==> config.mk <==
export PLATFORM = sky130hd
export DESIGN_NAME = tx_packet_reader
export DESIGN_NICKNAME = d
export VERILOG_FILES = /design/src/hdl/gm_pkg.sv /design/src/hdl/tx_packet_reader.sv
export SDC_FILE = /design/constraint.sdc
export NUM_CORES = 1
export LEC_CHECK = 0
export BUFFER_PORTS_ARGS = -buffer_cell sky130_fd_sc_hd__buf_4
export CAP_MARGIN = 20
export CORE_MARGIN = 1.5
export CORE_UTILIZATION = 44
export DETAILED_ROUTE_END_ITERATION = 8
export PLACE_DENSITY = 0.85
export SETUP_SLACK_MARGIN = 0.3
export SLEW_MARGIN = 20
export SYNTH_ARGS = -nofsm -noshare
export SYNTH_HDL_FRONTEND = slang
export SYNTH_SLANG_ARGS = --single-unit
export TNS_END_PERCENT = 30
==> constraint.sdc <==
create_clock -name system_clk -period 2.6 [get_ports system_clk]
set_clock_uncertainty 0.1 [all_clocks]
set_input_delay 0.39 -clock system_clk [delete_from_list [all_inputs] [get_ports system_clk]]
set_output_delay 0.39 -clock system_clk [all_outputs]
set_load 0.05 [all_outputs]
==> src/hdl/gm_pkg.sv <==
// Packet hub shared definitions
package gm_pkg;

	typedef logic [15:0] word_t;        // Buffer and FIFO word
	typedef logic [8:0]  buf_addr_t;    // Packet buffer address
	typedef logic [1:0]  slot_t;        // Player slot index

	localparam int BUF_WORDS  = 512;    // Buffer depth
	localparam int SLOT_WORDS = 64;     // One player block
	localparam int RX_BASE    = 256;    // Start of received-data half

	// One client's view of the buffer port
	typedef struct packed {
		buf_addr_t addr;
		word_t     data;
		logic      wren;
	} buf_req_t;

	// Hub to processor
	typedef struct packed {
		logic  request;                 // Start of read-out
		logic  data_valid;              // Word on data
		word_t data;
	} proc_in_t;

	// Processor to hub
	typedef struct packed {
		logic  ack;                     // Word taken
		logic  rdy_read;                // Ready for read-out
		logic  data_ready;              // Write-back word on data
		logic  done;                    // Write-back finished
		word_t data;
	} proc_out_t;

	typedef enum logic [2:0] {
		OWN_IDLE,
		OWN_TX,
		OWN_RX,
		OWN_PROC_READ,
		OWN_PROC_WRITE
	} owner_t;

endpackage

==> src/hdl/tx_packet_reader.sv <==
// Player block to transmit FIFO
`timescale 1ns/1ps

module tx_packet_reader #(
	parameter int NUM_PLAYERS = 2
) (
	input  logic             system_clk,
	input  logic             rst_n,
	input  logic             tx_start,
	input  gm_pkg::slot_t    tx_player,
	output logic             tx_ready,
	output logic             bus_req,
	input  logic             bus_grant,
	output gm_pkg::buf_req_t bus_acc,
	input  gm_pkg::word_t    buf_q,
	input  logic             tx_fifo_full,
	output logic             tx_fifo_wr_req,
	output gm_pkg::word_t    tx_fifo_wr_data
);

	typedef enum logic [1:0] {T_IDLE, T_HDR, T_DATA} tx_state_t;

	localparam logic [5:0] LAST_WORD = 6'(gm_pkg::SLOT_WORDS - 1);

	tx_state_t         state;
	gm_pkg::slot_t     player;                 // Latched destination
	logic [5:0]        cur;                    // Block word held in buf_q
	logic              q_valid;                // buf_q holds word cur
	logic              fire;                   // Data word goes out
	gm_pkg::buf_addr_t base;

	assign base = gm_pkg::buf_addr_t'(int'(player) * gm_pkg::SLOT_WORDS);
	assign fire = (state == T_DATA) && q_valid && !tx_fifo_full;

	// Read ahead by one word when sending, else keep address to hold buf_q
	assign bus_acc = '{
		addr: base + gm_pkg::buf_addr_t'(cur) + gm_pkg::buf_addr_t'(fire),
		data: '0,
		wren: 1'b0
	};

	assign tx_ready        = (state == T_IDLE);
	assign bus_req         = (state != T_IDLE);
	assign tx_fifo_wr_req  = ((state == T_HDR) && !tx_fifo_full) || fire;
	assign tx_fifo_wr_data = (state == T_HDR) ? gm_pkg::word_t'(player) + 16'd1 : buf_q;

	always_ff @(posedge system_clk or negedge rst_n)
	begin
		if (!rst_n)
		begin
			state   <= T_IDLE;
			player  <= '0;
			cur     <= '0;
			q_valid <= 1'b0;
		end
		else
		begin
			q_valid <= (state == T_DATA) && bus_grant;  // One cycle read latency
			case (state)
				T_IDLE:
				begin
					if (tx_start)
					begin
						player <= tx_player;
						cur    <= '0;
						state  <= T_HDR;
					end
				end
				T_HDR:
				begin
					if (!tx_fifo_full)
						state <= T_DATA;       // Header written
				end
				T_DATA:
				begin
					if (fire)
					begin
						cur <= cur + 1'b1;
						if (cur == LAST_WORD)
							state <= T_IDLE;
					end
				end
				default:
				begin
					state <= T_IDLE;
				end
			endcase
		end
	end

	// Buffer stays owned while block words go out
	a_owned_while_sending: assert property (@(posedge system_clk) disable iff (!rst_n)
		fire |-> bus_grant);

	// Sequencer only asks for configured players
	a_player_range: assert property (@(posedge system_clk) disable iff (!rst_n)
		tx_start |-> (int'(tx_player) < NUM_PLAYERS));

endmodule

==> flow_summary.toml <==
[routing]
antenna_left = 0
via_count = 910
first_pass_iters = 4
viasPerCell = 4.74
drc = 0
drt_iter0_drc = 20
routed_wl_mm = 2.45
wl_per_cell_um = 12.8

[placement]
dp_hpwl_mm = 1.88
post_dp_cell_area_um2 = 1290
portBuffers = 50
gp_congestion = 0.804
pre_cts_slack_ps = 425

[synth]
yosys_warnings = 0
synth-seq-area-share_pct = 28.4
ys_ff_latch = 11
syn-cell-area_um2 = 971
synthDistinctLibCells = 31
ys_top_cells_by_area = "dfrtp_1, buf_4, and2_1"
syn-instance-count = 110
yosysTopAreaCell = "dfrtp_1"
synth_top_area_share_pct = 28.4
synth.avg_cell_area_um2 = 8.83

[sta]
max_freq_ghz = 0.433
drv_slew = 0
rsz0062_at_grt = "true"
finalSetupViolCount = 0
tightest_slew_ps = 512
final-hold-violation-count = 0
finalWorstSetupSlack_ps = 288
fin_crit_ps = 2310
fin_crit_sh_pct = 88.9
holdWs_ps = 223
relSlewSlack_pct = 65.7

[grt]
grt-ovfl-total = 0
grt_max_degree = 20
grt_usage_pct = 19.7
antenna_found_initial = 0
grt_pass1_wl_mm = 3.68
grt_pass1_vias = 846

[floorplan]
ios = 68
die_x_um = 50.0
core_um2 = 2020
rows = 16
die_h_um = 50.0
initial_core_util_pct = 48.0
dieArea_um2 = 2500

[finish]
final_common_cell = "buf_4"
num-nets-final = 192
n_fill_cell = 163
ff_latch_area_um2 = 278
num_antenna_cells = 0
area_growth_pct = 44.1
finalInstanceArea_um2 = 1400
final_core_util_pct = 69.2
drive_gt1_share_pct = 46.1
mostFrequentLayoutCells = "buf_4, conb_1, and2_1, dfrtp_1"
multi_input_area_um2 = 611

[pwr]
power.density_nw_per_um2 = 1020
fin_total_pwr_mw = 1.43
p_leak_nw = 0.708
peakVddDrop_uv = 837

[flow_run]
drv_cap = 0

[setup_path]
cpMaxStageDelayCell = "dfrtp_2"
critical_path.startpoint = "state[0]$_DFFE_PN0P_"
path_buf_inv = 1
crit_fanout = 4
path_cells = "nand4bb_4 -> nor2_2 -> ha_2 -> nand3_4 -> nor2_4 -> xor2_1 -> buf_4"
cp.arrival_ps = 1820
crit-reg2reg-launch = "state[1]$_DFFE_PN0P_"
cp-start-kind = "flip-flop"
criticalPathCategory = "flip-flop to output port"
crit_required_ps = 2110
crit_family = "simple AND/OR/NAND/NOR gates"
crit_path_end_kind = "output port"
slowest_delay_ps = 420

[clock_tree]
htree_levels = 1
insertion_delay_ps = 280
cts_buffer_depth = 2
clock-sinks = 11
cts_buffers = 3
clockRootBuffer = "clkbuf_4"
cts_tree = "yes"
clk_pin_slew_ps = 80

[worst_hold_path]
hold_path.class = "input port to flip-flop"
hold_path.startpoint = "bus_grant"

[outcome]
status = "completed"
## worst reg2reg max path, delay by kind of cell (launching register included)
family / cells / cell delay [ps]
muxes: 1 / 400
buffers and inverters: 1 / 160
and+or+nand+nor: 1 / 460
DFF: 1 / 460
## where the power goes
| group | total [mW] | switching, mW | leakage, nW | internal (mW) |
|---|---|---|---|---|
| registers | 0.265 | 0.0531 | 0.143 | 0.211 |
| logic | 1.04 | 0.709 | 0.547 | 0.333 |
| clock network | 0.125 | 0.0675 | 0.0177 | 0.0570 |
| total | 1.43 | 0.829 | 0.708 | 0.602 |
## repair_timing
action,CTS,global route
hold buffers,1,0
endpoints found under the hold margin,11,0
setup endpoints to repair,7,8
setup buffers,1,3
gates resized for setup,6,4
pin swaps,3,2
## area by class of cell
| type | count | area share, % |
|---|---|---|
| multi-input combinational | 88 | 43.6 |
| timing repair buffer | 56 | 30.5 |
| sequential | 11 | 19.9 |
| tap | 27 | 2.42 |
| clock buffer | 3 | 1.61 |
| inverter | 6 | 1.61 |
| clock inverter | 1 | 0.358 |
## synth_stat cells, drive strengths merged
cell type and number:
xnor2 3, a2bb2oi 1, nor3 2, or3 2, inv 6, nor3b 1
o21ai 6, nand3 3, o22ai 1, nor4 1, or2b 1, mux2i 1
a31o 1, clkbuf 1, xor2 4, a21oi 4, nand2b 2, and4bb 1
o21bai 1, nor2b 1, ha 3, nor2 7, dfrtp 11, nand2 5
nand4bb 1, buf 20, and2 14, mux2 5, conb 1
## routing by layer
metal / part of all wire (%) / track usage [%] / routed length (um) / vias to the layer above
met5: 0 / 0 / 0 / -
met4: 2.1 / 9.26 / 51 / 0
met3: 5.2 / 3.94 / 128 / 7
met2: 54 / 34.7 / 1330 / 46
met1: 38 / 22.7 / 939 / 421
li1: - / - / - / 436
## sequential cells by signal (all words and copies together) (netlist names)
name and flops:
player 2, state 2, cur 6, q_valid 1
## final timing paths
path | endpoint | slack (ps) | cells after the start
max | bus_acc[23] | 290 | 7
min | q_valid$_DFF_PN0_ | 220 | 3
max reg2reg | player[0]$_DFFE_PN0P_ | 920 | 3
min reg2reg | player[1]$_DFFE_PN0P_ | 470 | 1
max in group asynchronous | state[0]$_DFFE_PN0P_ | 1850 | 2
min in group asynchronous | q_valid$_DFF_PN0_ | 390 | 2
## cells by family after synthesis
| kind of cell | Yosys count | share of synthesized area, % |
|---|---|---|
| multiplexers | 6 | 6.83 |
| AND/OR/NAND/NOR | 41 | 27.8 |
| XOR/XNOR | 7 | 6.31 |
| flip-flops | 11 | 28.4 |
| buffers and inverters | 27 | 18.0 |
| other | 1 | 0.386 |
| AO/OA/AOI/OAI | 14 | 8.38 |
| adder cells (fa/ha/maj) | 3 | 3.87 |
## stage by stage
| step | TNS (ps) | instances |
|---|---|---|
| finish | 0 | 192 |
| global route | 0 | 192 |
| CTS | 0 | 189 |
| detailed placement | 0 | 183 |
| global placement | 0 | 183 |
| floorplan | -42.3 | 126 |
Power figures use the tool's default switching activity.
