$ cat config.mk
export PLATFORM = sky130hd
export DESIGN_NAME = buffer_arbiter
export DESIGN_NICKNAME = d
export VERILOG_FILES = /design/src/hdl/gm_pkg.sv /design/src/hdl/buffer_arbiter.sv
export SDC_FILE = /design/constraint.sdc
export NUM_CORES = 1
export LEC_CHECK = 0
export CORE_AREA = 5 5 51 53
export CTS_BUF_LIST = sky130_fd_sc_hd__clkbuf_4 sky130_fd_sc_hd__clkbuf_8
export CTS_CLUSTER_SIZE = 24
export DETAILED_ROUTE_END_ITERATION = 6
export DIE_AREA = 0 0 56 58
export DONT_BUFFER_PORTS = 1
export SETUP_SLACK_MARGIN = 0.1
export SYNTH_ARGS = -nofsm -noshare
export SYNTH_HDL_FRONTEND = slang
export SYNTH_SLANG_ARGS = --single-unit
$ cat constraint.sdc
create_clock -name system_clk -period 2.92 [get_ports system_clk]
set_input_delay 0.292 -clock system_clk [delete_from_list [all_inputs] [get_ports system_clk]]
set_output_delay 0.292 -clock system_clk [all_outputs]
set_load 0.05 [all_outputs]
$ cat src/hdl/gm_pkg.sv
// Packet hub shared definitions
package gm_pkg;

	typedef logic [15:0] word_t;        // Buffer and FIFO word
	typedef logic [8:0]  buf_addr_t;    // Packet buffer address
	typedef logic [1:0]  slot_t;        // Player slot index

	localparam int BUF_WORDS  = 512;    // Buffer depth
	localparam int SLOT_WORDS = 64;     // One player block
	localparam int RX_BASE    = 256;    // Start of received-data half

	// One client's view of the buffer port
	typedef struct packed {
		buf_addr_t addr;
		word_t     data;
		logic      wren;
	} buf_req_t;

	// Hub to processor
	typedef struct packed {
		logic  request;                 // Start of read-out
		logic  data_valid;              // Word on data
		word_t data;
	} proc_in_t;

	// Processor to hub
	typedef struct packed {
		logic  ack;                     // Word taken
		logic  rdy_read;                // Ready for read-out
		logic  data_ready;              // Write-back word on data
		logic  done;                    // Write-back finished
		word_t data;
	} proc_out_t;

	typedef enum logic [2:0] {
		OWN_IDLE,
		OWN_TX,
		OWN_RX,
		OWN_PROC_READ,
		OWN_PROC_WRITE
	} owner_t;

endpackage

$ cat src/hdl/buffer_arbiter.sv
// Packet buffer owner selection
`timescale 1ns/1ps

module buffer_arbiter (
	input  logic             system_clk,
	input  logic             rst_n,
	input  logic             tx_req,
	input  logic             rx_req,
	input  logic             rd_req,
	input  logic             wr_req,
	input  gm_pkg::buf_req_t tx_acc,
	input  gm_pkg::buf_req_t rx_acc,
	input  gm_pkg::buf_req_t rd_acc,
	input  gm_pkg::buf_req_t wr_acc,
	output logic             tx_grant,
	output logic             rx_grant,
	output logic             rd_grant,
	output logic             wr_grant,
	output gm_pkg::buf_req_t buf_req
);

	gm_pkg::owner_t owner;
	logic           holding;                  // Current owner still asking

	always_comb
	begin
		holding = 1'b0;
		buf_req = '0;                         // Idle access, no write
		case (owner)
			gm_pkg::OWN_TX:
			begin
				holding = tx_req;
				buf_req = tx_acc;
			end
			gm_pkg::OWN_RX:
			begin
				holding = rx_req;
				buf_req = rx_acc;
			end
			gm_pkg::OWN_PROC_READ:
			begin
				holding = rd_req;
				buf_req = rd_acc;
			end
			gm_pkg::OWN_PROC_WRITE:
			begin
				holding = wr_req;
				buf_req = wr_acc;
			end
			default:
			begin
				holding = 1'b0;
			end
		endcase
	end

	// Owner keeps the buffer until it lets go, then priority tx, rx, rd, wr
	always_ff @(posedge system_clk or negedge rst_n)
	begin
		if (!rst_n)
			owner <= gm_pkg::OWN_IDLE;
		else if (!holding)
		begin
			if (tx_req)
				owner <= gm_pkg::OWN_TX;
			else if (rx_req)
				owner <= gm_pkg::OWN_RX;
			else if (rd_req)
				owner <= gm_pkg::OWN_PROC_READ;
			else if (wr_req)
				owner <= gm_pkg::OWN_PROC_WRITE;
			else
				owner <= gm_pkg::OWN_IDLE;
		end
	end

	assign tx_grant = (owner == gm_pkg::OWN_TX);
	assign rx_grant = (owner == gm_pkg::OWN_RX);
	assign rd_grant = (owner == gm_pkg::OWN_PROC_READ);
	assign wr_grant = (owner == gm_pkg::OWN_PROC_WRITE);

	// Writes only from an owner that still asks, never while idle
	a_write_from_owner: assert property (@(posedge system_clk) disable iff (!rst_n)
		buf_req.wren |-> holding);

endmodule

==> results by group, run 1 <==
Clocking
  – H-tree levels: 1
  – Clock slew at reported path FFs: roughly 40 ps
  – Bufs on Longest Clock Path: 2
  – Post-CTS Hold Buffers: 1
  – Clock root cell: clkbuf_4
  – Sink Count: 3
  – # Post-CTS Setup Buffers: 0
  – CTS tree: yes
  – Cts bufs inserted: 3
  – Skew-Pair Late Insertion Delay: 230 ps
  – Post-CTS resize count: 0

Power
  – Sw Ratio: 0.6208
  – Flop pwr share: 0.065
  – Int Pwr: around 580 uW
  – Clock Power Share: 0.052
  – Comb power frac: 0.883
  – Leak pwr: about 0.52 nW
  – PwrDens: between 1000 and 1500 mW/mm^2
  – Worst ir drop on vdd: approximately 0.00064 V
  – NetSw: approximately 950 uW

Placed design
  – DP Wirelength: between 3000 and 4000 um
  – DP Area: 0.001244 mm^2
  – PortBufs: 0
  – Routability cong.: 0.7876

Finish
  – Area Overhead vs Synth: 25.12%
  – Max FFs per register: 3
  – Final Net Count: roughly 280
  – Biggest regs: owner (3)
  – Final instance area: about 0.0013 mm^2
  – ANT cells: 0
  – Final core occ: 0.6096
  – Fill cell count: 208
  – Share of cells above drive strength 1: 0.4277
  – Reg with most FFs: owner

Floorplan
  – Die area: 0.003248 mm^2
  – IO Pins: 140
  – Die Span Y: 58 um
  – # rows: 17
  – Starting Density: 0.4872
  – Die Span X: roughly 56 um
  – Core ar.: 0.002106 mm^2

Routing
  – TritonRoute pass-1 iters: 5
  – Vias/cell: ~6.3
  – Final ANT Viol Nets: 0
  – Routed wire length: a little under 4000 um
  – # DRC: 0
  – WL per Instance: 19.90 um
  – DRT iter0 DRCs: a little over 70
  – DR vias: approximately 1200

STA
  – TNS Setup: 0 ps
  – Final Hold Fails: 0
  – Worst slew margin: 0.6228
  – Max Clock Freq: 0.4475 GHz
  – Final setup viols: 0
  – Min Clock Period, post-route: ~2200 ps
  – Clock skew: 1.056 ps
  – Fin crit share: 0.7653
  – Unrepaired setup endpoints after global routing: false
  – Max Slew Vio Count: 0
  – Worst slew pin tran: ~570 ps

Synth
  – Synthesized area per cell: 7.328 um^2
  – Cells after Synth: 140
  – Cell variety after synth: 24
  – Post-synthesis cell area: between 0.001 and 0.0015 mm^2
  – Syn. warnings: 0
  – Prevailing post-synth register cell: dfrtp_1
  – Post-synth EDFFs: 0
  – Number of synthesized register bits: 3
  – Register area share after synthesis: 0.07317
  – Post-synth ARST share: 1.000
  – Syn Nets: 250

GRT
  – Met1 usage: 0.2225
  – Global-route wire length before repair: a little under 6000 um
  – GRT overflow: 0
  – Largest net degree at the start of global routing: 20
  – Layer with the highest usage: met2
  – Vias in the first global route: between 1000 and 1500
  – Antenna violations before repair: 0
  – Met3 Usage GRT: 0.07572
  – Total global routing track utilization: 0.2198
  – Met2 track demand over resource: 0.4207

Worst setup path
  – Startpoint Class: flop
  – CP Max Fanout: 13
  – CP required: 2630 ps
  – CP Class: reg2out
  – CP arrival: ~1900 ps
  – Critical path endpoint category: primary output

Status
  – Outcome: finished clean

Run
  – Max Cap Viol: 0

Hold path
  – Hold Path Class: in2reg
-- Yosys cell counts (2+ instances only) --
cell type | n | area share
buf_4 | 3 | 0.022
a22oi_1 | 26 | 0.19
mux2i_1 | 2 | 0.020
dfrtp_1 | 3 | 0.073
inv_1 | 2 | 0.0073
mux2_2 | 26 | 0.29
o21ai_0 | 26 | 0.13
nor3_1 | 2 | 0.0098
a21oi_1 | 2 | 0.0098
clkbuf_1 | 4 | 0.015
nand2_1 | 25 | 0.091
buf_2 | 6 | 0.029
buf_6 | 2 | 0.022
-- final timing paths --
kind                          endpoint     start  slack, ps  cells after the start
min in group asynchronous     owner[0]     rst_n        310                      1
max reg2reg                   owner[0]  owner[1]       1080                      5
min reg2reg                   owner[0]  owner[0]       1050                      3
max                        buf_req[13]  owner[0]        690                      5
min                           owner[2]    wr_req        200                      1
max in group asynchronous     owner[1]     rst_n       2460                      1
-- cell type report --
cell class              instances  area [um^2]  area share
flip-flops and latches          3        75.07     0.05848
clock buffers                   4        30.03     0.02339
well taps                      28        35.03     0.02729
inverters                       2        7.507    0.005848
multi-input cells             120        855.8      0.6667
repair buffers                 37        280.3      0.2183
-- cell usage in the layout (no fill, tap or decap), types with 2 or more instances in the layout --
cell type / netlist / routed
a22oi_1: 26 / 26
a21oi_1: 2 / 2
buf_4: 3 / 36
inv_1: 2 / 2
dfrtp_1: 3 / 3
clkbuf_4: 0 / 4
nand2_1: 25 / 25
o21ai_1: 0 / 26
mux2i_1: 2 / 2
mux2_2: 26 / 26
nor3_1: 2 / 2
-- power by group through the flow --
stage / Clock [mW] / Combinational (mW) / Sequential [mW]
2_1_floorplan: 0 / 1.07 / 0.0626
3_3_place_gp: 0 / 1.34 / 0.0986
3_5_place_dp: 0 / 1.36 / 0.0999
4_1_cts: 0.0841 / 1.36 / 0.0995
5_1_grt: 0.0896 / 1.43 / 0.104
6_report: 0.0806 / 1.36 / 0.0999
-- through the flow --
stage | worst slack [ps] | power (mW) | hold WS [ps] | instances
final | 685.3 | 1.537 | 198.1 | 194
after global routing | 559.8 | 1.627 | 194.2 | 194
after CTS | 670.3 | 1.547 | 191.5 | 194
after detailed placement | 915.4 | 1.461 | -3.418 | 189
after global placement | 951.2 | 1.440 | -3.415 | 189
after floorplan | 596.3 | 1.135 | -3.591 | 140
-- routing by layer --
metal | routed length [um] | vias up
met5 | 0 | -
met4 | 36 | 0
met3 | 378 | 4
met2 | 2043 | 86
met1 | 1402 | 558
li1 | - | 580
-- worst max-delay path: stages, from the launching register on --
cell     delay (ps)
dfrtp_1         620
buf_4           270
mux2_2          350
a22oi_1         190
o21ai_1          80
buf_4           190
-- cell families (layout without fill, tap and decap cells) --
kind of cell	Yosys count	after routing	synth area share
buffers and inverters	17	43	0.09512
muxes	28	28	0.3049
and+or+nand+nor	34	34	0.1646
AOI/OAI and AO/OA	58	58	0.3622
DFF	3	3	0.07317
Note: power is estimated with default switching activity, not from simulation.
==> inputs of run 2 (changes only) <==
==> constraint.sdc (replaced) <==
create_clock -name system_clk -period 2.2 [get_ports system_clk]
set_input_delay 0.22 -clock system_clk [delete_from_list [all_inputs] [get_ports system_clk]]
set_output_delay 0.22 -clock system_clk [all_outputs]
set_load 0.05 [all_outputs]
==> run 2 against run 1 <==
  * Die area unchanged
  * Sequential cell count unchanged
  * Clock power increased by 39%
  * Critical path type unchanged
==> results by group, run 2 (same netlist as run 1, synthesis figures left out) <==
Status
  – Outcome: finished clean

Worst setup path
  – Startpoint Class: flop
  – Depth of the most critical reg-to-reg path: 5
  – Critical path endpoint category: primary output
  – CP arrival: between 1500 and 2000 ps
  – CP Max Fanout: 18
  – CP required: about 2000 ps
  – CP Class: reg2out

STA
  – Final Hold Fails: 0
  – Unrepaired setup endpoints after global routing: false
  – Max Clock Freq: around 0.5 GHz
  – Max Slew Vio Count: 0
  – Clock skew: about 1.0 ps
  – Final setup viols: 0
  – Worst slew margin: 0.7352
  – Fin crit share: 0.8921
  – Final WS setup: ~240 ps
  – TNS Setup: 0 ps
  – Worst slew pin tran: slightly below 400 ps
  – WHS: around 120 ps
  – Min Clock Period, post-route: between 1500 and 2000 ps

Finish
  – Reg with most FFs: owner
  – Final core occ: 0.7653
  – Area Overhead vs Synth: 57.07%
  – Final Net Count: roughly 280
  – Most frequent cells in the layout: mux2_2 (26), a22oi_1 (26), o21ai_1 (26), nand2_1 (25), buf_12 (25)
  – Max FFs per register: 3
  – Biggest regs: owner (3)
  – Share of cells above drive strength 1: 0.4345
  – ANT cells: 0

Floorplan
  – Core ar.: about 0.0021 mm^2
  – Die Span X: 56 um
  – # rows: 17
  – Die area: roughly 0.0032 mm^2
  – Starting Density: 0.4872
  – Die Span Y: slightly below 60 um
  – IO Pins: between 100 and 150

Routing
  – DR vias: ~1300
  – # DRC: 0
  – Vias/cell: around 6.5
  – Routed wire length: between 4000 and 5000 um
  – Final ANT Viol Nets: 0
  – TritonRoute pass-1 iters: 4
  – WL per Instance: approximately 22 um
  – DRT iter0 DRCs: slightly below 50

Clocking
  – Skew-Pair Late Insertion Delay: around 240 ps
  – H-tree levels: 1
  – Clock root cell: clkbuf_4
  – Cts bufs inserted: 3
  – Clock slew at reported path FFs: roughly 40 ps
  – Bufs on Longest Clock Path: 2
  – Sink Count: 3
  – # Post-CTS Setup Buffers: 0
  – CTS tree: yes

GRT
  – GRT overflow: 0
  – Largest net degree at the start of global routing: 28
  – Global-route wire length before repair: ~6200 um
  – Total global routing track utilization: 0.2361
  – Antenna violations before repair: 0
  – Vias in the first global route: between 1000 and 1500

Placed design
  – Routability cong.: roughly 0.73
  – DP Wirelength: 3541 um
  – Pre-CTS setup slack: between 400 and 500 ps
  – PortBufs: 0

Power
  – Leak pwr: about 0.63 nW
  – Int Pwr: 1.229 mW
  – Clock Power Share: 0.043
  – Worst ir drop on vdd: roughly 0.0011 V
  – Comb power frac: 0.924
  – NetSw: around 1.4 mW
  – PwrDens: 1630 mW/mm^2
  – Sw Ratio: 0.5319
  – Flop pwr share: 0.033

Run
  – Max Cap Viol: 0

Hold path
  – Hold depth: 1
  – Hold Path Class: in2reg
run 2: cell count changes in the layout (fill, tap and decap cells not counted):
| cell | delta |
|---|---|
| buf_4 | -23 |
| buf_12 | +25 |
run 2: layout make-up:
class,count,area [um^2]
tap,28,35.03
clock buffer,4,30.03
fill,142,494.2
multi-input combinational,120,855.8
inverter,2,7.507
sequential,3,75.07
timing repair buffer,39,608.1
run 2: worst paths after layout:
check	from	slack, ps	end
hold reg to reg	owner[1]	830	owner[1]
min in group asynchronous	rst_n	240	owner[0]
setup / recovery	owner[0]	240	buf_req[8]
hold / removal	wr_req	120	owner[2]
max in group asynchronous	rst_n	1810	owner[2]
setup reg to reg	owner[2]	580	owner[0]
run 2: metal layers:
metal,vias to the layer above,GRT usage,part of all wire
li1,580,-,-
met1,583,0.2613,0.34
met2,103,0.4474,0.54
met3,4,0.06682,0.11
met4,0,0.05085,0.0068
met5,-,0,0
run 2: what timing repair did:
action	4_1_cts	5_1_grt
hold buffers	1	0
gates resized for setup	0	0
hold endpoints to repair	3	0
run 2: power by group through the flow:
| stage | logic, mW | clock network (mW) | registers (mW) |
|---|---|---|---|
| 2_1_floorplan | 1.45 | 0 | 0.0831 |
| 3_3_place_gp | 2.39 | 0 | 0.0867 |
| 3_5_place_dp | 2.43 | 0 | 0.0883 |
| 4_1_cts | 2.44 | 0.115 | 0.0877 |
| 5_1_grt | 2.53 | 0.118 | 0.0907 |
| 6_report | 2.43 | 0.112 | 0.0872 |
run 2: through the flow:
stage          std cells  cell area (um^2)  total power, mW
6_report             196              1612            2.626
5_1_grt              196              1612            2.742
4_1_cts              196              1612            2.641
3_5_place_dp         191              1572            2.521
3_3_place_gp         191              1572            2.477
2_1_floorplan        140              1026            1.537
run 2: worst max-delay path, stage by stage, from the launching register on:
cell,delay (ps)
dfrtp_1,410
buf_4,270
mux2_2,360
a22oi_1,170
o21ai_1,120
buf_12,170
