==> config.mk <==
export PLATFORM = sky130hd
export DESIGN_NAME = rx_packet_writer
export DESIGN_NICKNAME = d
export VERILOG_FILES = /design/src/hdl/gm_pkg.sv /design/src/hdl/rx_packet_writer.sv
export SDC_FILE = /design/constraint.sdc
export NUM_CORES = 1
export LEC_CHECK = 0
export ABC_AREA = 1
export BUFFER_PORTS_ARGS = -buffer_cell sky130_fd_sc_hd__buf_2
export CAP_MARGIN = 0
export CELL_PAD_IN_SITES_DETAIL_PLACEMENT = 0
export CELL_PAD_IN_SITES_GLOBAL_PLACEMENT = 1
export CORE_ASPECT_RATIO = 1.75
export CORE_MARGIN = 3
export CORE_UTILIZATION = 33
export DETAILED_ROUTE_END_ITERATION = 8
export PLACE_DENSITY_LB_ADDON = 0.1
export SETUP_SLACK_MARGIN = 0.05
export SLEW_MARGIN = 20
export SYNTH_ARGS = -nofsm -noshare
export SYNTH_HDL_FRONTEND = slang
export SYNTH_SLANG_ARGS = --single-unit
export TNS_END_PERCENT = 50
==> constraint.sdc <==
create_clock -name system_clk -period 1.4 [get_ports system_clk]
set_input_delay 0.28 -clock system_clk [delete_from_list [all_inputs] [get_ports system_clk]]
set_output_delay 0.28 -clock system_clk [all_outputs]
set_load 0.02 [all_outputs]
==> src/hdl/gm_pkg.sv <==
// Packet hub shared definitions
package gm_pkg;

	typedef logic [15:0] word_t;        // Buffer and FIFO word
	typedef logic [8:0]  buf_addr_t;    // Packet buffer address
	typedef logic [1:0]  slot_t;        // Player slot index

	localparam int BUF_WORDS  = 512;    // Buffer depth
	localparam int SLOT_WORDS = 64;     // One player block
	localparam int RX_BASE    = 256;    // Start of received-data half

	// One client's view of the buffer port
	typedef struct packed {
		buf_addr_t addr;
		word_t     data;
		logic      wren;
	} buf_req_t;

	// Hub to processor
	typedef struct packed {
		logic  request;                 // Start of read-out
		logic  data_valid;              // Word on data
		word_t data;
	} proc_in_t;

	// Processor to hub
	typedef struct packed {
		logic  ack;                     // Word taken
		logic  rdy_read;                // Ready for read-out
		logic  data_ready;              // Write-back word on data
		logic  done;                    // Write-back finished
		word_t data;
	} proc_out_t;

	typedef enum logic [2:0] {
		OWN_IDLE,
		OWN_TX,
		OWN_RX,
		OWN_PROC_READ,
		OWN_PROC_WRITE
	} owner_t;

endpackage

==> src/hdl/rx_packet_writer.sv <==
// Received packet to buffer copier
`timescale 1ns/1ps

module rx_packet_writer (
	input  logic             system_clk,
	input  logic             rst_n,
	input  logic             rx_fifo_empty,
	input  gm_pkg::word_t    rx_fifo_rd_data,
	output logic             rx_fifo_rd_req,
	input  logic             proc_hold,
	output logic             rx_idle,
	output logic             bus_req,
	input  logic             bus_grant,
	output gm_pkg::buf_req_t bus_acc
);

	typedef enum logic {R_IDLE, R_MOVE} rx_state_t;

	rx_state_t         state;
	logic [6:0]        left;                   // Payload words still to copy
	gm_pkg::buf_addr_t wr_addr;                // Next slot address
	gm_pkg::slot_t     hdr_slot;
	logic [6:0]        hdr_count;
	logic              take_hdr;
	logic              take_word;

	assign hdr_slot  = rx_fifo_rd_data[1:0];   // Header layout
	assign hdr_count = rx_fifo_rd_data[14:8];

	// No new packet starts while a round holds the buffer
	assign take_hdr  = (state == R_IDLE) && !rx_fifo_empty && !proc_hold;
	assign take_word = (state == R_MOVE) && bus_grant && !rx_fifo_empty;

	assign rx_fifo_rd_req = take_hdr || take_word;
	assign rx_idle        = (state == R_IDLE) && rx_fifo_empty;
	assign bus_req        = (state == R_MOVE);
	assign bus_acc        = '{addr: wr_addr, data: rx_fifo_rd_data, wren: take_word};

	always_ff @(posedge system_clk or negedge rst_n)
	begin
		if (!rst_n)
		begin
			state   <= R_IDLE;
			left    <= '0;
			wr_addr <= '0;
		end
		else
		begin
			case (state)
				R_IDLE:
				begin
					if (take_hdr)
					begin
						left    <= hdr_count;
						wr_addr <= gm_pkg::buf_addr_t'(gm_pkg::RX_BASE
							+ int'(hdr_slot) * gm_pkg::SLOT_WORDS);
						if (hdr_count != '0)
							state <= R_MOVE;     // Empty packet is dropped
					end
				end
				R_MOVE:
				begin
					if (take_word)             // Stalls on empty or no grant
					begin
						wr_addr <= wr_addr + 1'b1;
						left    <= left - 1'b1;
						if (left == 7'd1)
							state <= R_IDLE;   // Last word, release bus
					end
				end
				default:
				begin
					state <= R_IDLE;
				end
			endcase
		end
	end

	// Payload stays in the received half
	a_write_in_rx_half: assert property (@(posedge system_clk) disable iff (!rst_n)
		bus_acc.wren |-> (bus_acc.addr >= gm_pkg::buf_addr_t'(gm_pkg::RX_BASE)));

endmodule

==> impl_metrics.csv, run 1 <==
group,metric,value,unit
critical_path,cp-end-kind,"primary output",
yosys,synth-seq-cells,17,
placement,place.port_buffers,35,
critical_path,cp_slowest_cell,"dfrtp_2",
yosys,synthArstFlopShare,100.0,%
yosys,synth.most_common_cell,"nand2_1",
yosys,synth-edff-count,0,
finish,drive_gt1_share,30.59,%
detailed_routing,vias,1231,
clock_tree,path_clk_slew,70,ps
pwr,p_leak,0.8419,nW
timing,fin_worst_skew,2.229,ps
finish,diodes,0,
clock_tree,clock_latency,250,ps
yosys,synth_cells,185,
die,die_h,88.27,um
die,start_util,34.82,%
placement,placedInstanceArea,1428,um^2
die,core-area,3665,um^2
min_path,holdPathStages,3,
run,cap_violations,0,
yosys,yosysTopAreaCellShare,33.33,%
critical_path,start_kind,"flip-flop",
global_route,grt_usage,15.57,%
yosys,syn-num-nets,209,
critical_path,crit_chain,"buf_4, nor2_2, buf_4",
timing,grt_setup_unrepaired,"yes",
yosys,ys_seq_area_share,33.33,%
yosys,synthFlopType,"dfrtp_1",
critical_path,path_common_cell,"buf_4",
placement,gp_congestion,0.7775,
die,ioPinCount,50,
placement,dp_slack,69.48,ps
detailed_routing,post_drt_wl_per_cell,12.51,um
critical_path,critical_path.max_fanout,7,
timing,finalHoldViolations,0,
timing,fmax,717.3,MHz
timing,fin_crit,1394,ps
finish,finish.instance_area,1555,um^2
detailed_routing,drc,0,
clock_tree,htree_levels,1,
timing,fin_ws,5.795,ps
timing,setup_violations,0,
min_path,min_to,"left[1]",
global_route,grt_max_degree,18,
detailed_routing,drt_wl_total,3314,um
global_route,grt_overflow,0,
min_path,hp-class,"input port to flip-flop",
placement,dpl.hpwl,2558,um
status,outcome,"finished clean",
die,die_width,53.01,um
clock_tree,cts_buffers,3,
clock_tree,cts_root_buffer,"clkbuf_8",
yosys,synth_cell_types,24,
detailed_routing,postRouteAntennaNets,0,
global_route,grt_pass1_wl,5416,um
global_route,antenna_found_initial,0,
critical_path,reg2reg_depth,9,
global_route,grt_pass1_vias,1191,
min_path,worstHoldStart,"rx_fifo_rd_data[9]",
critical_path,rr_startpoint,"bus_req",
yosys,synthTopCellsByCount,"nand2_1, inv_1, nor2_1, buf_4, dfrtp_1",
clock_tree,clockBufferDepth,2,
pwr,ir_drop,0.7746,mV
timing,maxSlewViolCount,0,
yosys,syn_avg_cell_area,6.899,um^2
critical_path,arrival,1110,ps
finish,area_growth,21.86,%
timing,post-route-period-util,99.59,%
die,placementRows,29,
yosys,yosys.area.top_type,"dfrtp_1",
critical_path,crit_required,1120,ps
timing,maxSlewHeadroom,70.77,%
critical_path,r2r_slack,90,ps
detailed_routing,vias_per_cell,4.645,
detailed_routing,dr.pass1.iters,4,
yosys,synth_area,1276,um^2
critical_path,worstSetupPathType,"flip-flop to primary output",
clock_tree,cts_sinks,17,
yosys,synth_area_leaders,"dfrtp_1, nand2_1, buf_4",
timing,worstMarginPinSlew,438.4,ps
die,die_area,4679,um^2
detailed_routing,drt-initial-drc-count,23,
clock_tree,cts_tree,"built",
pwr,p_per_area,1759,nW/um^2
critical_path,r2r-end,"wr_addr[7]",
finish,nNetsFinal,244,
yosys,yosysWarnings,0,
critical_path,critPathMaxStageDelay,450,ps
## per-layer routing
metal  routed length (um)  global-route usage [%]  up-vias
met2                 1873                   29.41       30
met4                   24                   5.581        0
met5                    0                       0        -
li1                     -                       -      628
met3                  116                   1.686        2
met1                 1300                   17.25      571
## placed cells by master, fill, tap and decap left out, drive strengths merged, types with 3 or more instances in the layout
master and n:
nor2 21, dfrtp 17, clkbuf 4, nand3 16, ha 3, inv 25, o21ai 17, buf 50
nand2 54, a21oi 5
## worst max-delay path by stage
stage	to	cells after the start	slack, ps	startpoint
after floorplan	rx_fifo_rd_req	4	110	bus_req
after global placement	left[6]	6	70	bus_req
after detailed placement	left[6]	6	70	bus_req
after CTS	rx_fifo_rd_req	4	-0.9	bus_req
after global routing	rx_idle	3	-40	bus_req
final	rx_idle	3	6	bus_req
## metrics by stage
stage	hold WS [ps]	cells	power [mW]	utilization (%)	setup TNS, ps
floorplan	-15.59	185	1.860	-	0
global placement	245.7	256	2.274	38.96	0
detailed placement	252.8	256	2.289	38.96	0
CTS	331.2	264	2.713	41.62	-0.8629
global route	343.2	265	3.002	42.44	-152.1
finish	326.6	265	2.735	42.44	0
## cell type report
| type | count | area (um^2) |
|---|---|---|
| fillers | 396 | 2110 |
| multi-input cells | 121 | 608.1 |
| flip-flops and latches | 17 | 426.7 |
| repair buffers | 51 | 320.3 |
| inverters | 26 | 97.59 |
| well taps | 46 | 57.56 |
| clock buffers | 4 | 45.04 |
## critical path, delay by kind of cell (launching register included)
kind / cells / cell delay, ps
buf+inv: 2 / 310
simple gates: 1 / 90
flops: 1 / 450
## what timing repair did
item                                   in CTS  in global routing
setup endpoints to repair                   4                 20
hold buffers                                1                  0
buffers inserted                            3                  1
gates resized for setup                     8                 10
endpoints found under the hold margin      17                  0
pin swaps                                   3                  1
## registers in the layout (all words and copies together), names as in the netlist
signal   count
wr_addr      9
left         7
bus_req      1
## power breakdown
group | internal, mW | total [mW] | leakage (nW) | switching [mW]
clock | 0.202 | 0.382 | 0.0228 | 0.180
sequential | 0.714 | 0.946 | 0.203 | 0.232
combinational | 0.551 | 1.41 | 0.616 | 0.856
## cell families (layout without fill, tap and decap cells)
group | count (synthesis) | after routing | synth area share [%]
flip-flops | 17 | 17 | 33.33
AO/OA/AOI/OAI | 24 | 24 | 10.10
buffers and inverters | 47 | 81 | 20.69
adder cells (fa/ha/maj) | 3 | 3 | 2.941
AND/OR/NAND/NOR | 94 | 94 | 32.94
(Power assumes the default switching activity.)
==> run 2, diff against run 1 <==
--- a/config.mk
+++ b/config.mk
@@ -13,9 +13,10 @@
 export CORE_ASPECT_RATIO = 1.75
 export CORE_MARGIN = 3
 export CORE_UTILIZATION = 33
+export CTS_CLUSTER_DIAMETER = 50
 export DETAILED_ROUTE_END_ITERATION = 8
 export PLACE_DENSITY_LB_ADDON = 0.1
-export SETUP_SLACK_MARGIN = 0.05
+export SETUP_SLACK_MARGIN = 0.15
 export SLEW_MARGIN = 20
 export SYNTH_ARGS = -nofsm -noshare
 export SYNTH_HDL_FRONTEND = slang
==> constraint.sdc (replaced) <==
create_clock -name system_clk -period 1.4 [get_ports system_clk]
set_input_delay 0.07 -clock system_clk [delete_from_list [all_inputs] [get_ports system_clk]]
set_output_delay 0.07 -clock system_clk [all_outputs]
set_load 0.02 [all_outputs]
==> run 2 against run 1 <==
Clock-buffer cell count stayed put; cell area is 7.8% higher; cell count is 0.75% higher; wire length is 6.7% higher; first-iteration DRC count is 91% lower; critical endpoint unchanged; power is 9.2% higher.
==> impl_metrics.csv, run 2 (synthesis results as in run 1) <==
group,metric,value,unit
timing,fin_crit,1282,ps
timing,fmax,779.9,MHz
critical_path,critical_path.max_fanout,7,
finish,final_common_cell,"nand2_1",
global_route,grt_max_degree,18,
critical_path,rr_startpoint,"bus_req",
critical_path,worstSetupPathType,"flip-flop to primary output",
run,cap_violations,0,
timing,finalHoldViolations,0,
global_route,grt_pass1_vias,1314,
timing,worstMarginPinSlew,429.2,ps
timing,maxSlewHeadroom,71.39,%
die,die_h,88.27,um
placement,placedInstanceArea,1409,um^2
detailed_routing,drt-initial-drc-count,2,
detailed_routing,drt_wl_total,3535,um
critical_path,cp-end-kind,"primary output",
detailed_routing,dr.pass1.iters,2,
detailed_routing,wl_met2,2075,um
finish,area_growth,31.37,%
pwr,p_leak,0.8688,nW
placement,place.port_buffers,35,
clock_tree,cts_buffers,3,
die,core-area,3665,um^2
timing,whs,105.1,ps
clock_tree,clock_latency,250,ps
critical_path,crit_required,1330,ps
critical_path,start_kind,"flip-flop",
timing,grt_setup_unrepaired,"yes",
min_path,holdPathStages,3,
finish,diodes,0,
global_route,grt_overflow,0,
finish,largest_register_ffs,9,
detailed_routing,dr_wl_met3,90,um
die,die_area,4679,um^2
detailed_routing,vias_per_cell,4.622,
finish,drive_gt1_share,36.65,%
detailed_routing,vias,1234,
clock_tree,cts_tree,"built",
clock_tree,path_clk_slew,70,ps
die,die_width,53.01,um
finish,finish.instance_area,1677,um^2
finish,top_register,"wr_addr",
status,outcome,"finished clean",
finish,layout_common_cells,"nand2_1, buf_2, inv_1",
placement,gp_congestion,0.7454,
detailed_routing,post_drt_wl_per_cell,13.24,um
global_route,grt_usage,16.86,%
detailed_routing,drc,0,
detailed_routing,routed.top_layer,"met4",
timing,fin_worst_skew,4.660,ps
detailed_routing,postRouteAntennaNets,0,
min_path,worstHoldStart,"rx_fifo_rd_data[9]",
min_path,min_to,"left[1]",
placement,dp_slack,120.3,ps
global_route,antenna_found_initial,0,
critical_path,r2r_slack,160,ps
critical_path,arrival,1210,ps
timing,fin_ws,117.8,ps
critical_path,reg2reg_depth,7,
min_path,hp-class,"input port to flip-flop",
pwr,ir_drop,0.8439,mV
die,start_util,34.82,%
die,placementRows,29,
timing,setup_tns,0,ps
detailed_routing,wl_met1,1342,um
timing,setup_violations,0,
critical_path,r2r-end,"left[6]",
die,ioPinCount,50,
pwr,p_per_area,1782,nW/um^2
global_route,grt_pass1_wl,5878,um
timing,maxSlewViolCount,0,
timing,post-route-period-util,91.58,%
clock_tree,htree_levels,1,
placement,dpl.hpwl,2600,um
clock_tree,cts_root_buffer,"clkbuf_8",
finish,finish.utilization,45.75,%
clock_tree,clockBufferDepth,2,
finish,nNetsFinal,246,
clock_tree,cts_sinks,17,
run 2: cell count changes in the layout (fill, tap and decap cells not counted), sizes merged:
cell      before  now
buf           50   52
clkinvlp       0    1
clkinv         1    0
run 2: what timing repair did:
action	4_1_cts	5_1_grt
hold endpoints to repair	17	0
resized for setup	12	33
gates cloned	1	0
pin swaps	2	5
buffers inserted	6	3
hold buffers	1	0
endpoints found under the setup margin	6	20
run 2: final cells by class:
class | instances | area (um^2)
fillers | 409 | 1988
multi-input cells | 121 | 673.1
well taps | 46 | 57.56
flip-flops and latches | 17 | 429.2
inverters | 26 | 106.4
clock buffers | 4 | 45.04
repair buffers | 53 | 365.4
run 2: worst max path at each step:
stage	start	to	slack, ps	cells after the start
after global placement	bus_req	left[6]	130	6
after floorplan	wr_addr[0]	wr_addr[8]	160	8
after CTS	bus_req	rx_fifo_rd_req	100	5
after global routing	bus_req	rx_idle	80	4
final	bus_req	rx_idle	120	4
after detailed placement	bus_req	wr_addr[7]	120	8
run 2: layer usage:
layer	vias up	GRT usage, %
li1	630	-
met1	587	17.67
met2	15	32.81
met3	2	2.361
met4	0	5.581
met5	-	0
run 2: stage by stage:
| step | total power [mW] | std cells |
|---|---|---|
| detailed placement | 2.307 | 252 |
| finish | 2.988 | 267 |
| floorplan | 1.861 | 185 |
| global placement | 2.294 | 252 |
| global route | 3.279 | 267 |
| CTS | 2.786 | 264 |
run 2: power by group:
part	switching (mW)	leakage [nW]	total (mW)	internal, mW
clock network	0.176	0.0228	0.378	0.202
registers	0.255	0.201	0.975	0.719
logic	0.957	0.645	1.63	0.678
total	1.39	0.869	2.99	1.60
run 2: worst max-delay path, stage by stage, from the launching register on:
cell and delay (ps):
dfrtp_2 460, buf_4 160, buf_6 130, nor2_4 100
buf_6 120
