**config.mk**
```make
export PLATFORM = sky130hd
export DESIGN_NAME = exchange_sequencer
export DESIGN_NICKNAME = d
export VERILOG_FILES = /design/src/hdl/gm_pkg.sv /design/src/hdl/exchange_sequencer.sv
export SDC_FILE = /design/constraint.sdc
export NUM_CORES = 1
export LEC_CHECK = 0
export BUFFER_PORTS_ARGS = -buffer_cell sky130_fd_sc_hd__clkbuf_2
export CAP_MARGIN = 20
export CELL_PAD_IN_SITES_DETAIL_PLACEMENT = 2
export CELL_PAD_IN_SITES_GLOBAL_PLACEMENT = 2
export CORE_ASPECT_RATIO = 0.7
export CORE_UTILIZATION = 26
export CTS_CLUSTER_SIZE = 8
export DETAILED_ROUTE_END_ITERATION = 12
export PLACE_DENSITY = 0.75
export SETUP_SLACK_MARGIN = 0.5
export SYNTH_ARGS = -nofsm -noshare
export SYNTH_HDL_FRONTEND = slang
export SYNTH_SLANG_ARGS = --single-unit
```
**constraint.sdc**
```tcl
create_clock -name system_clk -period 1.96 [get_ports system_clk]
set_input_delay 0.196 -clock system_clk [delete_from_list [all_inputs] [get_ports system_clk]]
set_output_delay 0.196 -clock system_clk [all_outputs]
set_load 0.03 [all_outputs]
```
**src/hdl/gm_pkg.sv**
```systemverilog
// Packet hub shared definitions
package gm_pkg;

	typedef logic [15:0] word_t;        // Buffer and FIFO word
	typedef logic [8:0]  buf_addr_t;    // Packet buffer address
	typedef logic [1:0]  slot_t;        // Player slot index

	localparam int BUF_WORDS  = 512;    // Buffer depth
	localparam int SLOT_WORDS = 64;     // One player block
	localparam int RX_BASE    = 256;    // Start of received-data half

	// One client's view of the buffer port
	typedef struct packed {
		buf_addr_t addr;
		word_t     data;
		logic      wren;
	} buf_req_t;

	// Hub to processor
	typedef struct packed {
		logic  request;                 // Start of read-out
		logic  data_valid;              // Word on data
		word_t data;
	} proc_in_t;

	// Processor to hub
	typedef struct packed {
		logic  ack;                     // Word taken
		logic  rdy_read;                // Ready for read-out
		logic  data_ready;              // Write-back word on data
		logic  done;                    // Write-back finished
		word_t data;
	} proc_out_t;

	typedef enum logic [2:0] {
		OWN_IDLE,
		OWN_TX,
		OWN_RX,
		OWN_PROC_READ,
		OWN_PROC_WRITE
	} owner_t;

endpackage

```
**src/hdl/exchange_sequencer.sv**
```systemverilog
// Round sequencer for processor and players
`timescale 1ns/1ps

module exchange_sequencer #(
	parameter int ROUND_CYCLES = 50000000,
	parameter int NUM_PLAYERS  = 2
) (
	input  logic              system_clk,
	input  logic              rst_n,
	input  logic              round_enable,
	input  logic              rx_idle,
	output logic              proc_hold,
	output logic              proc_irq,
	output gm_pkg::proc_in_t  proc_in,
	input  gm_pkg::proc_out_t proc_out,
	output logic              rd_req,
	output logic              wr_req,
	input  logic              rd_grant,
	input  logic              wr_grant,
	output gm_pkg::buf_req_t  rd_acc,
	output gm_pkg::buf_req_t  wr_acc,
	input  gm_pkg::word_t     buf_q,
	output logic              tx_start,
	output gm_pkg::slot_t     tx_player,
	input  logic              tx_ready
);

	typedef enum logic [3:0] {
		S_IDLE, S_COUNT, S_IRQ,
		S_REQ, S_ACK_LOW, S_LOAD, S_WAIT_ACK,
		S_RECV, S_WAIT_LOW, S_WRITE,
		S_TX_WAIT, S_TX_FALL, S_TX_RISE
	} seq_state_t;

	localparam int                TW          = $clog2(ROUND_CYCLES + 1);
	localparam logic [TW-1:0]     TIMER_MAX   = TW'(ROUND_CYCLES);
	localparam gm_pkg::buf_addr_t RD_FIRST    = gm_pkg::buf_addr_t'(gm_pkg::RX_BASE);
	localparam gm_pkg::slot_t     LAST_PLAYER = gm_pkg::slot_t'(NUM_PLAYERS - 1);

	seq_state_t        state;
	logic [TW-1:0]     timer;                  // Cycles since back to idle
	gm_pkg::buf_addr_t rd_ptr;                 // Read-out address, 256..511
	gm_pkg::buf_addr_t wr_ptr;                 // Write-back address from 0
	gm_pkg::word_t     wb_data;                // Latched write-back word
	gm_pkg::slot_t     player;

	assign proc_hold = (state != S_IDLE) && (state != S_COUNT);
	assign proc_irq  = (state == S_IRQ);       // Single cycle pulse
	assign rd_req    = (state inside {S_REQ, S_ACK_LOW, S_LOAD, S_WAIT_ACK});
	assign wr_req    = (state inside {S_RECV, S_WAIT_LOW, S_WRITE});
	assign rd_acc    = '{addr: rd_ptr, data: '0, wren: 1'b0};
	assign wr_acc    = '{addr: wr_ptr, data: wb_data, wren: (state == S_WRITE) && wr_grant};
	assign tx_start  = (state == S_TX_WAIT) && tx_ready;
	assign tx_player = player;

	always_ff @(posedge system_clk)
	begin
		if ((state == S_RECV) && proc_out.data_ready)
			wb_data <= proc_out.data;
	end

	always_ff @(posedge system_clk or negedge rst_n)
	begin
		if (!rst_n)
		begin
			state   <= S_IDLE;
			timer   <= '0;
			rd_ptr  <= RD_FIRST;
			wr_ptr  <= '0;
			player  <= '0;
			proc_in <= '0;
		end
		else
		begin
			case (state)
				S_IDLE:
				begin
					timer <= '0;
					state <= S_COUNT;
				end
				S_COUNT:
				begin
					rd_ptr <= RD_FIRST;
					if (timer != TIMER_MAX)
						timer <= timer + 1'b1;  // Saturates at round length
					else if (round_enable && rx_idle)
						state <= S_IRQ;         // Round starts, buffer held
				end
				S_IRQ:
				begin
					proc_in.request <= 1'b1;
					state           <= S_REQ;
				end
				S_REQ:
				begin
					if (proc_out.rdy_read)
					begin
						proc_in.request <= 1'b0;
						state           <= S_ACK_LOW;
					end
				end
				S_ACK_LOW:
				begin
					if (!proc_out.ack && rd_grant)
						state <= S_LOAD;        // Address rd_ptr read this cycle
				end
				S_LOAD:
				begin
					proc_in.data       <= buf_q;
					proc_in.data_valid <= 1'b1;
					rd_ptr             <= (rd_ptr == '1) ? RD_FIRST : rd_ptr + 1'b1;
					state              <= S_WAIT_ACK;
				end
				S_WAIT_ACK:
				begin
					if (proc_out.ack)
					begin
						proc_in.data_valid <= 1'b0;
						if (rd_ptr == RD_FIRST)
						begin
							wr_ptr <= '0;        // Wrapped, read-out complete
							state  <= S_RECV;
						end
						else
							state <= S_ACK_LOW;
					end
				end
				S_RECV:
				begin
					if (proc_out.done)
					begin
						player <= '0;
						state  <= S_TX_WAIT;
					end
					else if (proc_out.data_ready)
						state <= S_WAIT_LOW;
				end
				S_WAIT_LOW:
				begin
					if (!proc_out.data_ready)
						state <= S_WRITE;
				end
				S_WRITE:
				begin
					if (wr_grant)
					begin
						wr_ptr <= wr_ptr + 1'b1;
						state  <= S_RECV;
					end
				end
				S_TX_WAIT:
				begin
					if (tx_ready)
						state <= S_TX_FALL;     // tx_start pulsed here
				end
				S_TX_FALL:
				begin
					if (!tx_ready)
						state <= S_TX_RISE;
				end
				S_TX_RISE:
				begin
					if (tx_ready)
					begin
						if (player == LAST_PLAYER)
							state <= S_IDLE;
						else
						begin
							player <= player + 1'b1;
							state  <= S_TX_WAIT;
						end
					end
				end
				default:
				begin
					state <= S_IDLE;
				end
			endcase
		end
	end

	a_valid_not_request: assert property (@(posedge system_clk) disable iff (!rst_n)
		!(proc_in.request && proc_in.data_valid));

endmodule

```
==> results.toml, run 1 <==
[yosys]
synthTopCellsByArea = "dfrtp_1, edfxtp_1, nand2_1"
yosys_warnings = 0
synth_edf_count = 16
ys_ff_latch = 84
ys_seq_area_share_pct = 51.3
yosysTopAreaCell = "dfrtp_1"
syn_inst = 449
post_synth_instance_area_mm2 = 0.00426
synth.most_common_cell = "nand2_1"
synth.avg_cell_area_um2 = 9.48
async_flop_share_pct = 81.0
ys.flop_type = "dfrtp_1"
yosysTopAreaCellShare_pct = 39.4
ys_top_cells_by_count = "nand2_1, dfrtp_1, nor2_1"
synth_cell_types = 59

[drt]
wl_met3_um = 421
via_count = 3945
vias_per_cell = 4.74
top_layer = "met4"
wl_met2_mm = 7.52
dr.pass1.iters = 4
drc = 0
wl_met1_mm = 7.24
drt_iter0_markers = 142
wl_per_cell_um = 18.4
ant_nets = 0
routed_wl_mm = 15.4

[pwr]
leakage_uw = 0.00286
total_power_uw = 7570
power_frac_comb_pct = 45.1
p_sw_share_pct = 44.1
internal_power_uw = 4230
ir_drop_uv = 531
clkPwrFrac_pct = 22.1
p_seq_share_pct = 32.8
p_per_area_mw_per_mm2 = 1220
p_switching_uw = 3330

[global_route]
grt_pass1_wl_mm = 24.4
grt_pass1_vias = 4372
grt_max_degree = 69
antenna_found_initial = 0
grt.overflow.total = 0
track_usage_pct = 18.8

[setup_path]
crit_path_end_kind = "flip-flop"
critical_path_required_ns = 2.19
rr_endpoint = "state[0]$_DFFE_PN0P_"
path_class = "flip-flop to flip-flop"
cp-start-kind = "flip-flop"
crit_fanout = 3
startpoint = "timer[5]$_DFFE_PN0P_"
r2r_cells = 5
r2r_slack_ns = -0.31
cp.arrival_ns = 2.50
r2r-start = "timer[5]$_DFFE_PN0P_"

[timing]
finalCriticalPeriod_ns = 2.27
rsz0062_at_grt = "true"
fin_crit_sh_pct = 116
fin_setup_tns_ns = -2.47
final-max-slew-violation-count = 0
fmax_mhz = 441
hold_viol_final = 0
finalSetupViolCount = 16
fin_ws_ns = -0.306
finClkSkew_ns = 0.00705

[outcome]
violations = "negative setup slack"
status = "finished with violations"

[cells_and_area]
area_growth_syn_to_layout_pct = 45.9
nets = 657
num_antenna_cells = 0
drive_above_1_share_pct = 40.6
n_fill_cell = 1690

[clock_network]
path_clk_slew_ns = 0.07
h-tree-depth = 3
root_buffer = "clkbuf_16"
cts_sinks = 84
cts_made_buffers = 9
cts_tree = "done"
cts_buffer_depth = 2
clk_latency_ns = 0.35

[placed_design]
dp_hpwl_mm = 10.7
pre_cts_ws_ns = -0.279
io_buffers = 102
gp_congestion = 0.745

[job]
drv_cap = 0

[die]
pin_count = 120
rows = 38
core_area_mm2 = 0.0157
die_h_um = 109
start_util_pct = 27.0
fp.dieW_um = 155
die-area_mm2 = 0.0169

[hold_path]
holdPathStages = 1
hp-class = "input pin to flip-flop"
hold_end = "wb_data[15]$_DFFE_PP_"
min_from = "proc_out[15]"
[registers in the layout, summed over array words and instances, names as in the netlist]
| name | flops |
|---|---|
| wb_data | 16 |
| rd_ptr | 9 |
| tx_player | 2 |
| wr_ptr | 9 |
| proc_in | 18 |
| state | 4 |
| timer | 26 |
[layer usage]
| layer | vias to the layer above | track usage, % |
|---|---|---|
| met2 | 78 | 32.3 |
| li1 | 1854 | - |
| met1 | 2002 | 24.4 |
| met5 | - | 0 |
| met4 | 0 | 5.59 |
| met3 | 11 | 3.26 |
[critical path, stage by stage (launching register included)]
cell,delay [ns]
dfrtp_1,0.39
or4_4,0.55
or4_4,0.58
o311ai_4,0.26
a41oi_2,0.16
a31o_1,0.22
[through the flow]
step | hold slack, ns | cell area [µm²] | utilization (%) | cells
final | 0.0204 | 6210 | 39.5 | 833
after CTS | 0.0104 | 6050 | 38.4 | 825
after global routing | 0.0113 | 6210 | 39.5 | 833
after floorplan | -0.0996 | 4680 | - | 465
after detailed placement | 0.248 | 5540 | 35.2 | 800
after global placement | 0.246 | 5540 | 35.2 | 800
[cell families after synthesis]
kind of cell    count (synthesis)  share of synthesized area (%)
buf+inv                        55                           6.38
compound gates                 71                           10.9
flops                          84                           51.3
fa+ha+maj                       6                           1.76
xor+xnor                       19                           3.91
simple gates                  209                           24.7
other cells                     1                         0.0881
mux                             4                          0.970
[area by class of cell]
| class | instances | area (µm²) | share of cell area (%) |
|---|---|---|---|
| Multi-Input combinational cell | 326 | 2290 | 36.9 |
| Clock buffer | 9 | 225 | 3.63 |
| Tap cell | 220 | 275 | 4.43 |
| Clock inverter | 7 | 57.6 | 0.926 |
| Timing Repair Buffer | 167 | 1090 | 17.6 |
| Inverter | 20 | 82.6 | 1.33 |
| Sequential cell | 84 | 2190 | 35.2 |
[power by group through the flow]
stage | Clock [µW] | Sequential (µW) | Combinational [µW]
floorplan | 0 | 2950 | 1700
global placement | 0 | 2460 | 3040
detailed placement | 0 | 2490 | 3180
CTS | 1720 | 2470 | 3370
global route | 1800 | 2530 | 3680
finish | 1670 | 2480 | 3420
[how the worst max path moves through the flow]
stage | slack (ns) | end | cells after the start
global placement | -0.22 | timer[12]$_DFFE_PN0P_ | 6
CTS | -0.31 | state[0]$_DFFE_PN0P_ | 5
global route | -0.34 | state[0]$_DFFE_PN0P_ | 5
floorplan | -0.16 | state[0]$_DFFE_PN0P_ | 5
finish | -0.31 | state[0]$_DFFE_PN0P_ | 5
detailed placement | -0.28 | timer[12]$_DFFE_PN0P_ | 6
[cell usage in the layout, fill, tap and decap left out, types with 4 or more instances in the layout]
cell	count
xor2_1	11
nand2b_1	8
conb_1	17
a31oi_1	6
clkinvlp_4	4
buf_4	49
edfxtp_1	16
a21oi_1	9
clkbuf_16	9
o21ai_1	8
o21ai_2	8
buf_12	4
and3_1	7
nand2_1	80
nor2_1	29
nor3_1	4
clkbuf_2	101
o21ai_0	10
nor3_4	5
nor4_4	4
nor2b_1	5
xnor2_1	6
dfrtp_1	65
nand4_1	8
inv_1	16
nand3_1	13
o31ai_1	5
buf_6	11
[what timing repair did]
item / 4_1_cts / 5_1_grt
endpoints found under the setup margin: 89 / 90
pin swaps: 15 / 10
gates resized for setup: 28 / 18
hold endpoints to repair: 67 / 0
buffers inserted: 8 / 8
hold buffers: 1 / 0
(Power assumes the default switching activity.)
==> inputs of run 2 (changes only) <==
--- a/config.mk
+++ b/config.mk
@@ -10,10 +10,10 @@
 export CELL_PAD_IN_SITES_DETAIL_PLACEMENT = 2
 export CELL_PAD_IN_SITES_GLOBAL_PLACEMENT = 2
 export CORE_ASPECT_RATIO = 0.7
-export CORE_UTILIZATION = 26
+export CORE_UTILIZATION = 28
 export CTS_CLUSTER_SIZE = 8
 export DETAILED_ROUTE_END_ITERATION = 12
-export PLACE_DENSITY = 0.75
+export PLACE_DENSITY = 0.8
 export SETUP_SLACK_MARGIN = 0.5
 export SYNTH_ARGS = -nofsm -noshare
 export SYNTH_HDL_FRONTEND = slang
==> run 2 against run 1 <==
Compared with the run above:
- the flow finishes with violations (negative hold slack, negative setup slack)
- critical path depth up 1
- worst hold slack worse by 0.025 ns
- register-to-register slack worse by 0.11 ns
- maximum frequency down 4.7%
- via count up 25%
- critical endpoint is now timer[2]$_DFFE_PN0P_
==> results.toml, run 2 (synthesis gave the netlist of run 1 again) <==
[outcome]
status = "finished with violations"
violations = "negative hold slack, negative setup slack"

[setup_path]
critical_path_required_ns = 2.21
cp.arrival_ns = 2.63
crit_fanout = 6
cp-start-kind = "flip-flop"
startpoint = "timer[5]$_DFFE_PN0P_"
r2r-start = "timer[5]$_DFFE_PN0P_"
path_class = "flip-flop to flip-flop"
crit_path_end_kind = "flip-flop"
r2r_slack_ns = -0.42
r2r_cells = 6

[timing]
finClkSkew_ns = 0.0158
fin_ws_ns = -0.418
hold_ws_ns = -0.00454
finalCriticalPeriod_ns = 2.38
finalSetupViolCount = 24
rsz0062_at_grt = "true"
relSlewSlack_pct = 54.4
fmax_mhz = 421
fin_crit_sh_pct = 121
fin_setup_tns_ns = -4.62
final-max-slew-violation-count = 0
worst_pin_slew_ns = 0.676
hold_viol_final = 1

[die]
die_h_um = 105
core_area_mm2 = 0.0148
pin_count = 120
fp.dieW_um = 149
rows = 37
die-area_mm2 = 0.0157
start_util_pct = 28.8

[drt]
ant_nets = 0
drc = 0
via_count = 4917
routed_wl_mm = 27.4
drt_iter0_markers = 273
wl_per_cell_um = 31.0
dr.pass1.iters = 5
vias_per_cell = 5.57

[cells_and_area]
nets = 732
layout_common_cells = "clkbuf_2, buf_4, dfrtp_1"
fin_util_pct = 52.0
instances_no_fill = 883
num_antenna_cells = 0
largest_reg_flops = 26
postLayoutCellArea_mm2 = 0.00768
drive_above_1_share_pct = 60.3
area_growth_syn_to_layout_pct = 80.5
layout_commonest_cell = "clkbuf_2"
largest_registers = "timer x26, proc_in x18, wb_data x16"
regMostFlops = "timer"

[clock_network]
cts_made_buffers = 9
cts_tree = "done"
root_buffer = "clkbuf_16"
cts_buffer_depth = 2
path_clk_slew_ns = 0.08
cts_sinks = 84
clk_latency_ns = 0.37
h-tree-depth = 3

[placed_design]
dp_hpwl_mm = 10.9
placement.cell_area_mm2 = 0.00550
dp.cells = 774
io_buffers = 102
gp_congestion = 0.776

[global_route]
track_usage_pct = 27.8
grt_max_degree = 69
grt.overflow.total = 0
grt_pass1_wl_mm = 32.0
grt_pass1_vias = 5060
antenna_found_initial = 0

[hold_path]
hp-class = "input pin to flip-flop"
holdPathStages = 1
min_from = "proc_out[3]"

[pwr]
total_power_uw = 10500
leakage_uw = 0.00354
p_per_area_mw_per_mm2 = 1370
ir_drop_uv = 573

[job]
drv_cap = 0
==> run 2: per-stage QoR <==
step	hold slack (ns)	setup WS (ns)
3_3_place_gp	0.251	-0.197
4_1_cts	0.0103	-0.255
5_1_grt	-0.00149	-0.491
6_report	-0.00454	-0.418
3_5_place_dp	0.257	-0.332
2_1_floorplan	-0.0996	-0.157
==> run 2: cell type report <==
cell class	count	area, µm²
fillers	1443	7080
multi-input cells	327	2900
flip-flops and latches	84	2190
repair buffers	241	1970
clock buffers	10	250
well taps	195	244
inverters	20	82.6
clock inverters	6	51.3
==> run 2: where the power goes <==
| part | internal, µW | leakage (µW) | total [µW] | switching (µW) |
|---|---|---|---|---|
| combinational | 2560 | 0.00235 | 5990 | 3420 |
| clock | 961 | 0.000147 | 1870 | 904 |
| sequential | 2150 | 0.00104 | 2660 | 512 |
==> run 2: worst paths after layout <==
| path | endpoint |
|---|---|
| setup / recovery | timer[2]$_DFFE_PN0P_ |
| hold / removal | wb_data[3]$_DFFE_PP_ |
| min in group asynchronous | rd_ptr[2]$_DFFE_PN0P_ |
| setup reg to reg | timer[2]$_DFFE_PN0P_ |
| hold reg to reg | wr_ptr[8]$_DFFE_PN0P_ |
| max in group asynchronous | state[3]$_DFFE_PN0P_ |
==> run 2: metal layers <==
| metal | GRT usage [%] | vias up | wire length [µm] |
|---|---|---|---|
| li1 | - | 2010 | - |
| met3 | 4.19 | 75 | 1810 |
| met4 | 10.5 | 0 | 967 |
| met5 | 0 | - | 0 |
| met1 | 33.8 | 2577 | 11300 |
| met2 | 48.9 | 255 | 13300 |
==> run 2: worst max-delay path, stage by stage, from the launching register on <==
cell and delay, ns:
dfrtp_1 0.41, or4_4 0.55, or4_4 0.60, buf_6 0.16
o21ai_4 0.27, o211ai_1 0.16, o31ai_1 0.12
==> run 2: what timing repair did <==
action                                  CTS  global route
cloned                                    4             1
buffers inserted                         36            51
resized for setup                       144           131
hold endpoints to repair                 67             0
endpoints found under the setup margin   89            92
pin swaps                                44            50
hold buffers                              1             0
